## src/common/arbPkg.sv

```systemverilog
package arbPkg;

  localparam int NumPorts = 5;

  // one state bit per port plus the idle bit.
  localparam int GrantStateWidth = NumPorts + 1;

  typedef enum logic [2:0]
  {
    portL = 3'd0,
    portN = 3'd1,
    portE = 3'd2,
    portW = 3'd3,
    portS = 3'd4
  } port_t;

  // one-hot, bit 0 is idle and bit p+1 grants port p.
  typedef enum logic [GrantStateWidth-1:0]
  {
    idle   = 6'b000001,
    grantL = 6'b000010,
    grantN = 6'b000100,
    grantE = 6'b001000,
    grantW = 6'b010000,
    grantS = 6'b100000
  } grantState_t;

endpackage

```

## src/common/flitPkg.sv

```systemverilog
package flitPkg;

  // flit word layout.
  localparam int FlitWidth = 16;

  // type id sits in the top bits of the word.
  localparam int FlitIdWidth = 3;
  localparam int FlitIdLsb = FlitWidth - FlitIdWidth;

  // low bits of a head flit carry the slot length in cycles.
  localparam int LengthField = 12;

  typedef enum logic [FlitIdWidth-1:0]
  {
    none = 3'd0,
    head = 3'd1,
    body = 3'd2,
    tail = 3'd3
  } flitType_t;

  typedef logic [FlitWidth-1:0] flitWord_t;

endpackage

```

## src/common/flitPortIf.sv

```systemverilog
`timescale 1ns/1ps

interface flitPortIf #(
  parameter int LengthWidth = 12
);

  logic req;
  logic valid;
  flitPkg::flitType_t flitId;
  logic [LengthWidth-1:0] length;
  flitPkg::flitWord_t flit;

  modport source
  (
    output req,
    output valid,
    output flitId,
    output length,
    output flit
  );

  modport sink
  (
    input req,
    input valid,
    input flitId,
    input length,
    input flit
  );

endinterface

```

## src/arbiter/grantTimer.sv

```systemverilog
`timescale 1ns/1ps

module grantTimer #(
  parameter int LengthWidth = 12
)
(
  input  logic                   clk,
  input  logic                   rst,
  input  flitPkg::flitType_t     flitId,
  input  logic [LengthWidth-1:0] length,
  input  logic                   runTimer,
  output logic                   timesUp
);

  logic [LengthWidth-1:0] slotLength;
  logic [LengthWidth-1:0] count;

  always_ff @(posedge clk)
  begin
    if (rst)
    begin
      slotLength <= '0;
      count      <= '0;
    end
    else
    begin
      // every head flit reloads the slot length.
      if (flitId == flitPkg::head)
        slotLength <= length;
      if (runTimer)
        count <= count + 1'b1;
      else
        count <= '0;
    end
  end

  assign timesUp = (count == slotLength);

endmodule

```

## src/arbiter/portArbiter.sv

```systemverilog
`timescale 1ns/1ps

module portArbiter #(
  parameter int LengthWidth = 12
)
(
  input  logic                          clk,
  input  logic                          rst,
  flitPortIf.sink                       ports [arbPkg::NumPorts],
  output arbPkg::grantState_t           grantState,
  output logic [arbPkg::NumPorts-1:0]   grant
);

  localparam logic [arbPkg::GrantStateWidth-1:0] StateOne = 1;

  arbPkg::grantState_t state;
  arbPkg::grantState_t nextState;
  logic [arbPkg::NumPorts-1:0] reqVec;
  logic [arbPkg::NumPorts-1:0] timesUp;
  logic [arbPkg::NumPorts-1:0] runTimer;

  // first requester among span ports, searching upward from first.
  function automatic arbPkg::grantState_t pickNext(
    input logic [arbPkg::NumPorts-1:0] reqs,
    input int unsigned first,
    input int unsigned span
  );
    arbPkg::grantState_t pick;
    int unsigned idx;
    pick = arbPkg::idle;
    for (int k = int'(span) - 1; k >= 0; k--)
    begin
      idx = first + k;
      if (idx >= arbPkg::NumPorts)
        idx = idx - arbPkg::NumPorts;
      if (reqs[idx])
        pick = arbPkg::grantState_t'(StateOne << (idx + 1));
    end
    return pick;
  endfunction

  function automatic int unsigned holderOf(input arbPkg::grantState_t s);
    int unsigned idx;
    idx = 0;
    for (int unsigned p = 0; p < arbPkg::NumPorts; p++)
    begin
      if (s[p+1])
        idx = p;
    end
    return idx;
  endfunction

  genvar i;
  generate
    for (i = 0; i < arbPkg::NumPorts; i++)
    begin : gTimer
      assign reqVec[i] = ports[i].req;

      grantTimer #(
        .LengthWidth(LengthWidth)
      ) timer_i (
        .clk(clk),
        .rst(rst),
        .flitId(ports[i].flitId),
        .length(ports[i].length),
        .runTimer(runTimer[i]),
        .timesUp(timesUp[i])
      );
    end
  endgenerate

  assign grant = state[arbPkg::NumPorts:1];

  // a holder keeps counting while its request stays and its slot lasts.
  assign runTimer = grant & reqVec & ~timesUp;

  always_comb
  begin
    nextState = arbPkg::idle;
    case (state)
      arbPkg::idle:
        nextState = pickNext(reqVec, 0, arbPkg::NumPorts);
      arbPkg::grantL, arbPkg::grantN, arbPkg::grantE, arbPkg::grantW, arbPkg::grantS:
      begin
        if (|runTimer)
          nextState = state;
        else
          nextState = pickNext(reqVec, holderOf(state) + 1, arbPkg::NumPorts - 1);
      end
      default:
        nextState = arbPkg::idle;
    endcase
  end

  always_ff @(posedge clk)
  begin
    if (rst)
      state <= arbPkg::idle;
    else
      state <= nextState;
  end

  assign grantState = state;

endmodule

```

## src/verilog/flitDecoder.sv

```systemverilog
`timescale 1ns/1ps

module flitDecoder #(
  parameter int LengthWidth = 12
)
(
  input  logic                         clk,
  input  logic                         rst,
  input  logic                         reqIn,
  input  logic                         flitValid,
  input  logic [flitPkg::FlitWidth-1:0] flitIn,
  flitPortIf.source                    port
);

  logic reqReg;
  logic validReg;
  flitPkg::flitWord_t flitReg;
  logic [flitPkg::LengthField-1:0] lengthField;

  always_ff @(posedge clk)
  begin
    if (rst)
    begin
      reqReg   <= 1'b0;
      validReg <= 1'b0;
    end
    else
    begin
      reqReg   <= reqIn;
      validReg <= flitValid;
    end
  end

  always_ff @(posedge clk)
  begin
    flitReg <= flitIn;
  end

  assign lengthField = flitReg[flitPkg::LengthField-1:0];

  assign port.req   = reqReg;
  assign port.valid = validReg;
  assign port.flit  = flitReg;

  // no valid strobe means no flit type.
  assign port.flitId = validReg
    ? flitPkg::flitType_t'(flitReg[flitPkg::FlitWidth-1:flitPkg::FlitIdLsb])
    : flitPkg::none;

  // slot counters may be narrower than the length field.
  assign port.length = lengthField[LengthWidth-1:0];

endmodule

```

## src/verilog/outputSwitch.sv

```systemverilog
`timescale 1ns/1ps

module outputSwitch
(
  input  logic                          clk,
  input  logic                          rst,
  flitPortIf.sink                       ports [arbPkg::NumPorts],
  input  arbPkg::grantState_t           grantState,
  output logic [flitPkg::FlitWidth-1:0] outFlit,
  output logic                          outValid,
  output arbPkg::port_t                 outPort
);

  flitPkg::flitWord_t flits [arbPkg::NumPorts];
  logic [arbPkg::NumPorts-1:0] valids;
  arbPkg::port_t selPort;
  logic selHit;

  genvar i;
  generate
    for (i = 0; i < arbPkg::NumPorts; i++)
    begin : gTap
      assign flits[i]  = ports[i].flit;
      assign valids[i] = ports[i].valid;
    end
  endgenerate

  always_comb
  begin
    selHit  = 1'b1;
    selPort = arbPkg::portL;
    case (grantState)
      arbPkg::grantL: selPort = arbPkg::portL;
      arbPkg::grantN: selPort = arbPkg::portN;
      arbPkg::grantE: selPort = arbPkg::portE;
      arbPkg::grantW: selPort = arbPkg::portW;
      arbPkg::grantS: selPort = arbPkg::portS;
      default:        selHit  = 1'b0;
    endcase
  end

  // idle passes nothing.
  always_ff @(posedge clk)
  begin
    if (rst)
      outValid <= 1'b0;
    else
      outValid <= selHit & valids[selPort];
  end

  always_ff @(posedge clk)
  begin
    outFlit <= flits[selPort];
    outPort <= selPort;
  end

endmodule

```

## src/verilog/routerOutputPort.sv

```systemverilog
`timescale 1ns/1ps

module routerOutputPort #(
  parameter int LengthWidth = 12
)
(
  input  logic                          clk,
  input  logic                          rst,
  input  logic                          lReq,
  input  logic                          lFlitValid,
  input  logic [flitPkg::FlitWidth-1:0] lFlit,
  input  logic                          nReq,
  input  logic                          nFlitValid,
  input  logic [flitPkg::FlitWidth-1:0] nFlit,
  input  logic                          eReq,
  input  logic                          eFlitValid,
  input  logic [flitPkg::FlitWidth-1:0] eFlit,
  input  logic                          wReq,
  input  logic                          wFlitValid,
  input  logic [flitPkg::FlitWidth-1:0] wFlit,
  input  logic                          sReq,
  input  logic                          sFlitValid,
  input  logic [flitPkg::FlitWidth-1:0] sFlit,
  output logic [arbPkg::NumPorts-1:0]   grant,
  output logic [flitPkg::FlitWidth-1:0] outFlit,
  output logic                          outValid,
  output arbPkg::port_t                 outPort
);

  arbPkg::grantState_t grantState;

  flitPortIf #(.LengthWidth(LengthWidth)) portBus [arbPkg::NumPorts] ();

  flitDecoder #(.LengthWidth(LengthWidth)) decoderL (
    .clk(clk), .rst(rst), .reqIn(lReq), .flitValid(lFlitValid), .flitIn(lFlit),
    .port(portBus[arbPkg::portL])
  );

  flitDecoder #(.LengthWidth(LengthWidth)) decoderN (
    .clk(clk), .rst(rst), .reqIn(nReq), .flitValid(nFlitValid), .flitIn(nFlit),
    .port(portBus[arbPkg::portN])
  );

  flitDecoder #(.LengthWidth(LengthWidth)) decoderE (
    .clk(clk), .rst(rst), .reqIn(eReq), .flitValid(eFlitValid), .flitIn(eFlit),
    .port(portBus[arbPkg::portE])
  );

  flitDecoder #(.LengthWidth(LengthWidth)) decoderW (
    .clk(clk), .rst(rst), .reqIn(wReq), .flitValid(wFlitValid), .flitIn(wFlit),
    .port(portBus[arbPkg::portW])
  );

  flitDecoder #(.LengthWidth(LengthWidth)) decoderS (
    .clk(clk), .rst(rst), .reqIn(sReq), .flitValid(sFlitValid), .flitIn(sFlit),
    .port(portBus[arbPkg::portS])
  );

  portArbiter #(.LengthWidth(LengthWidth)) arbiter_i (
    .clk(clk),
    .rst(rst),
    .ports(portBus),
    .grantState(grantState),
    .grant(grant)
  );

  outputSwitch switch_i (
    .clk(clk),
    .rst(rst),
    .ports(portBus),
    .grantState(grantState),
    .outFlit(outFlit),
    .outValid(outValid),
    .outPort(outPort)
  );

endmodule
```

## config.mk

```make
export PLATFORM = sky130hd
export DESIGN_NAME = routerOutputPort
export DESIGN_NICKNAME = d
export VERILOG_FILES = /design/src/common/arbPkg.sv /design/src/common/flitPkg.sv /design/src/common/flitPortIf.sv /design/src/arbiter/grantTimer.sv /design/src/arbiter/portArbiter.sv /design/src/verilog/flitDecoder.sv /design/src/verilog/outputSwitch.sv /design/src/verilog/routerOutputPort.sv
export SDC_FILE = /design/constraint.sdc
export NUM_CORES = 1
export LEC_CHECK = 0
export BUFFER_PORTS_ARGS = -buffer_cell sky130_fd_sc_hd__buf_2
export CAP_MARGIN = 40
export CORE_MARGIN = 4
export CORE_UTILIZATION = 50
export DETAILED_ROUTE_END_ITERATION = 16
export GPL_TIMING_DRIVEN = 0
export PLACE_DENSITY = 0.72
export SETUP_SLACK_MARGIN = 0.15
export SLEW_MARGIN = 5
export SYNTH_ARGS = -nofsm -noshare
export SYNTH_HDL_FRONTEND = slang
export SYNTH_HIERARCHICAL = 1
export SYNTH_SLANG_ARGS = --single-unit
export TNS_END_PERCENT = 5
```

## constraint.sdc

```tcl
create_clock -name clk -period 3.3 [get_ports clk]
set_input_delay 0.66 -clock clk [delete_from_list [all_inputs] [get_ports clk]]
set_output_delay 0.66 -clock clk [all_outputs]
set_load 0.02 [all_outputs]
```

==> results.json <==
{
  "outcome": "complete, but fails checks",
  "violations": "negative setup slack",
  "wl_mm": 27.0,
  "drv_cap": 0,
  "async_flop_share_pct": 0,
  "fp.dieH_um": 153,
  "synth_area_per_cell_um2": 9.63,
  "final_area_mm2": 0.0127,
  "vias": 8428,
  "fin_cells": 1542,
  "hold_path_depth": 1,
  "r2r_slack_ps": -190,
  "io_buffers": 116,
  "cts_buffers": 25,
  "r2r-start": "arbiter_i/grantState[2]",
  "ant_nets": 0,
  "initial_core_util_pct": 51.4,
  "yosysUniqueCellTypes": 73,
  "place_ws_ps": -598,
  "h-tree-depth": 1,
  "cpPeakStageDelay_ps": 480,
  "crit_type": "register to register",
  "holdBufCountCts": 0,
  "grt_pass1_wl_mm": 42.8,
  "path_clk_slew_ps": 70,
  "final_util_pct": 62.1,
  "fin_worst_skew_ps": 20.6,
  "fin_crit_ps": 3490,
  "antenna_found_initial": 0,
  "ir_drop_v": 0.000402,
  "r2r_end": "arbiter_i/grantState[3]",
  "die_area_mm2": 0.0234,
  "rsz0062_at_grt": "true",
  "setup_viol": 5,
  "cpMaxStageDelayCell": "or4_4",
  "ctsLongestPathBuffers": 3,
  "grt_start_max_net_pins": 38,
  "rr_worst_depth": 17,
  "drv_slew": 0,
  "hpwl_mm": 19.5,
  "track_usage_pct": 22.1,
  "relSlewSlack_pct": 47.7,
  "wl_per_cell_um": 17.5,
  "fmax_mhz": 286,
  "cts.sinks": 236,
  "fin_nets": 1358,
  "synth_edf_count": 0,
  "startpoint_type": "register",
  "cts_tree": "done",
  "critical_path_required_ps": 3720,
  "fin_ws_ps": -191,
  "cp.arrival_ps": 3910,
  "layout-drive-gt1-share_pct": 27.5,
  "synthFlopType": "dfxtp_1",
  "hold_viol": 0,
  "power.total_mw": 7.12,
  "clock_latency_ps": 540,
  "end_kind": "register",
  "hp-class": "input pin to register",
  "cts_root_buf": "clkbuf_16",
  "fin_hold_ws_ps": 217,
  "drt_first_pass_iters": 4,
  "gp_congestion": 0.920,
  "ys_ff_latch": 236,
  "seq_area_frac_synth_pct": 45.0,
  "path_max_fanout": 8,
  "die_w_um": 153,
  "worstHoldEndpoint": "decoderS/port.flit[2]",
  "setup_tns_ps": -721,
  "critPathLaunch": "arbiter_i/grantState[2]",
  "worstPathCellList": "buf_8 > nor2b_4 > buf_6 > o21ai_4 > inv_2 > ha_4 > buf_8 > inv_8 > ha_4 > nand2b_4 > nand2_4 > or4_4 > o2111a_2 > a21oi_4 > mux2i_2 > a2111oi_2 > or2_4",
  "design.core.area_mm2": 0.0204,
  "p_leak_nw": 4.84,
  "dp.cells": 1478,
  "synthCells": 1090,
  "tightest_slew_ps": 784,
  "diodes": 0,
  "route.detailed.drc": 0,
  "place_area_mm2": 0.0115,
  "grt_pass1_vias": 8268,
  "viasPerCell": 5.47,
  "drt_iter0_markers": 625,
  "yosysWarningCount": 6,
  "period_share_pct": 106,
  "hold_path_startpoint": "sFlit[2]",
  "area_growth_pct": 21.0,
  "syn-cell-area_mm2": 0.0105,
  "overflow": 0,
  "power_per_cell_area_mw_per_mm2": 561,
  "ios": 117,
  "fp-row-count": 52
}
-- report_power, final --
part	internal [mW]	total (mW)	switching, mW	leakage (nW)
logic	0.450	1.02	0.566	2.47
registers	2.96	3.05	0.0848	1.95
clock network	1.82	3.06	1.23	0.429
total	5.24	7.12	1.88	4.84
-- what timing repair did --
action,4_1_cts,5_1_grt
setup buffers,10,8
resized for setup,15,29
setup endpoints to repair,6,6
pin swaps,7,11
-- cells in the final DEF, fill, tap and decap left out, types with 18 or more instances in the layout --
cell / Yosys / final
a21oi_1: 37 / 36
a22oi_1: 18 / 18
and2_1: 20 / 20
buf_2: 20 / 134
buf_4: 67 / 85
clkbuf_16: 0 / 26
dfxtp_1: 236 / 233
inv_1: 24 / 23
mux2i_1: 71 / 70
nand2_1: 61 / 59
nand3_1: 31 / 31
nand4_1: 21 / 21
nor2_1: 106 / 106
nor2b_1: 22 / 22
o21ai_0: 24 / 21
or3_1: 20 / 20
xnor2_1: 67 / 67
-- final cells by class --
type                    instances  area, um^2
clock buffers                  28         678
plain buffers                 115         778
fillers                      1780        7740
repair buffers                134         719
well taps                     270         338
clock inverters                18         240
multi-input cells             715        5100
inverters                      26         105
flip-flops and latches        236        4730
-- flip-flops by register name, indices dropped and copies added, names as in the netlist, 3 cells and up --
name and count:
decoderS/port.flit 16, switch_i/outFlit 16, arbiter_i/grantState 6, decoderW/port.flit 16, arbiter_i/gTimer.timer_i/count 60, arbiter_i/gTimer.timer_i/slotLength 60, decoderL/port.flit 16, decoderN/port.flit 16
switch_i/outPort 3, decoderE/port.flit 16
-- layer usage --
layer  vias to the layer above  track usage (%)  share of wire (%)
met2                       260             36.1                 47
met3                        60             3.62                5.5
li1                       4128                -                  -
met5                         -                0                  0
met4                         0             7.00                3.2
met1                      3980             30.2                 45
-- worst max-delay path, delay by kind of cell (launching register included) --
family | cells | cell delay [ps]
fa+ha+maj | 2 | 520
flops | 1 | 350
mux | 1 | 310
buf+inv | 5 | 450
simple gates | 5 | 1010
compound gates | 4 | 750
-- how the worst max path moves through the flow --
| stage | endpoint | slack [ps] | depth (start not counted) |
|---|---|---|---|
| 2_1_floorplan | arbiter_i/grantState[5] | -180 | 17 |
| 3_3_place_gp | arbiter_i/grantState[3] | -600 | 14 |
| 3_5_place_dp | arbiter_i/grantState[3] | -600 | 14 |
| 4_1_cts | arbiter_i/grantState[5] | -230 | 17 |
| 5_1_grt | arbiter_i/grantState[5] | -280 | 17 |
| 6_report | arbiter_i/grantState[3] | -190 | 17 |
-- synth_stat cells (5+ instances only) --
cell type,number,area (um^2)
a21oi_1,37,185
xnor2_1,67,587
nand2_2,5,31.3
o31ai_1,15,113
o21ai_0,24,120
o311ai_0,7,61.3
ha_1,13,163
o221ai_1,10,87.6
and2_1,20,125
a22oi_1,18,135
or4_1,13,97.6
nor3b_2,5,62.6
o41ai_1,6,52.6
o22ai_1,10,62.6
nand2_1,61,229
mux2i_1,71,711
nand3_1,31,155
nor2_1,106,398
nand2b_1,18,113
nand4_2,5,62.6
o221ai_2,8,120
buf_2,20,100
nor4_1,7,43.8
or3_1,20,125
inv_1,24,90.1
o22ai_2,8,100
buf_4,67,503
nor2b_1,22,138
buf_6,5,56.3
xor2_1,13,114
clkbuf_1,22,82.6
dfxtp_1,236,4720
nand4_1,21,131
nor3_1,15,75.1
-- cell families (layout without fill, tap and decap cells) --
group | count (synthesis) | after routing | share of synthesized area, %
AND/OR/NAND/NOR | 365 | 365 | 18.6
XOR/XNOR | 80 | 80 | 6.68
AO/OA/AOI/OAI | 181 | 181 | 13.1
flip-flops | 236 | 236 | 45.0
other | 1 | 3 | 0.0357
buffers and inverters | 141 | 321 | 8.05
multiplexers | 73 | 73 | 6.99
adder cells (fa/ha/maj) | 13 | 13 | 1.55
Power figures use the tool's default switching activity.
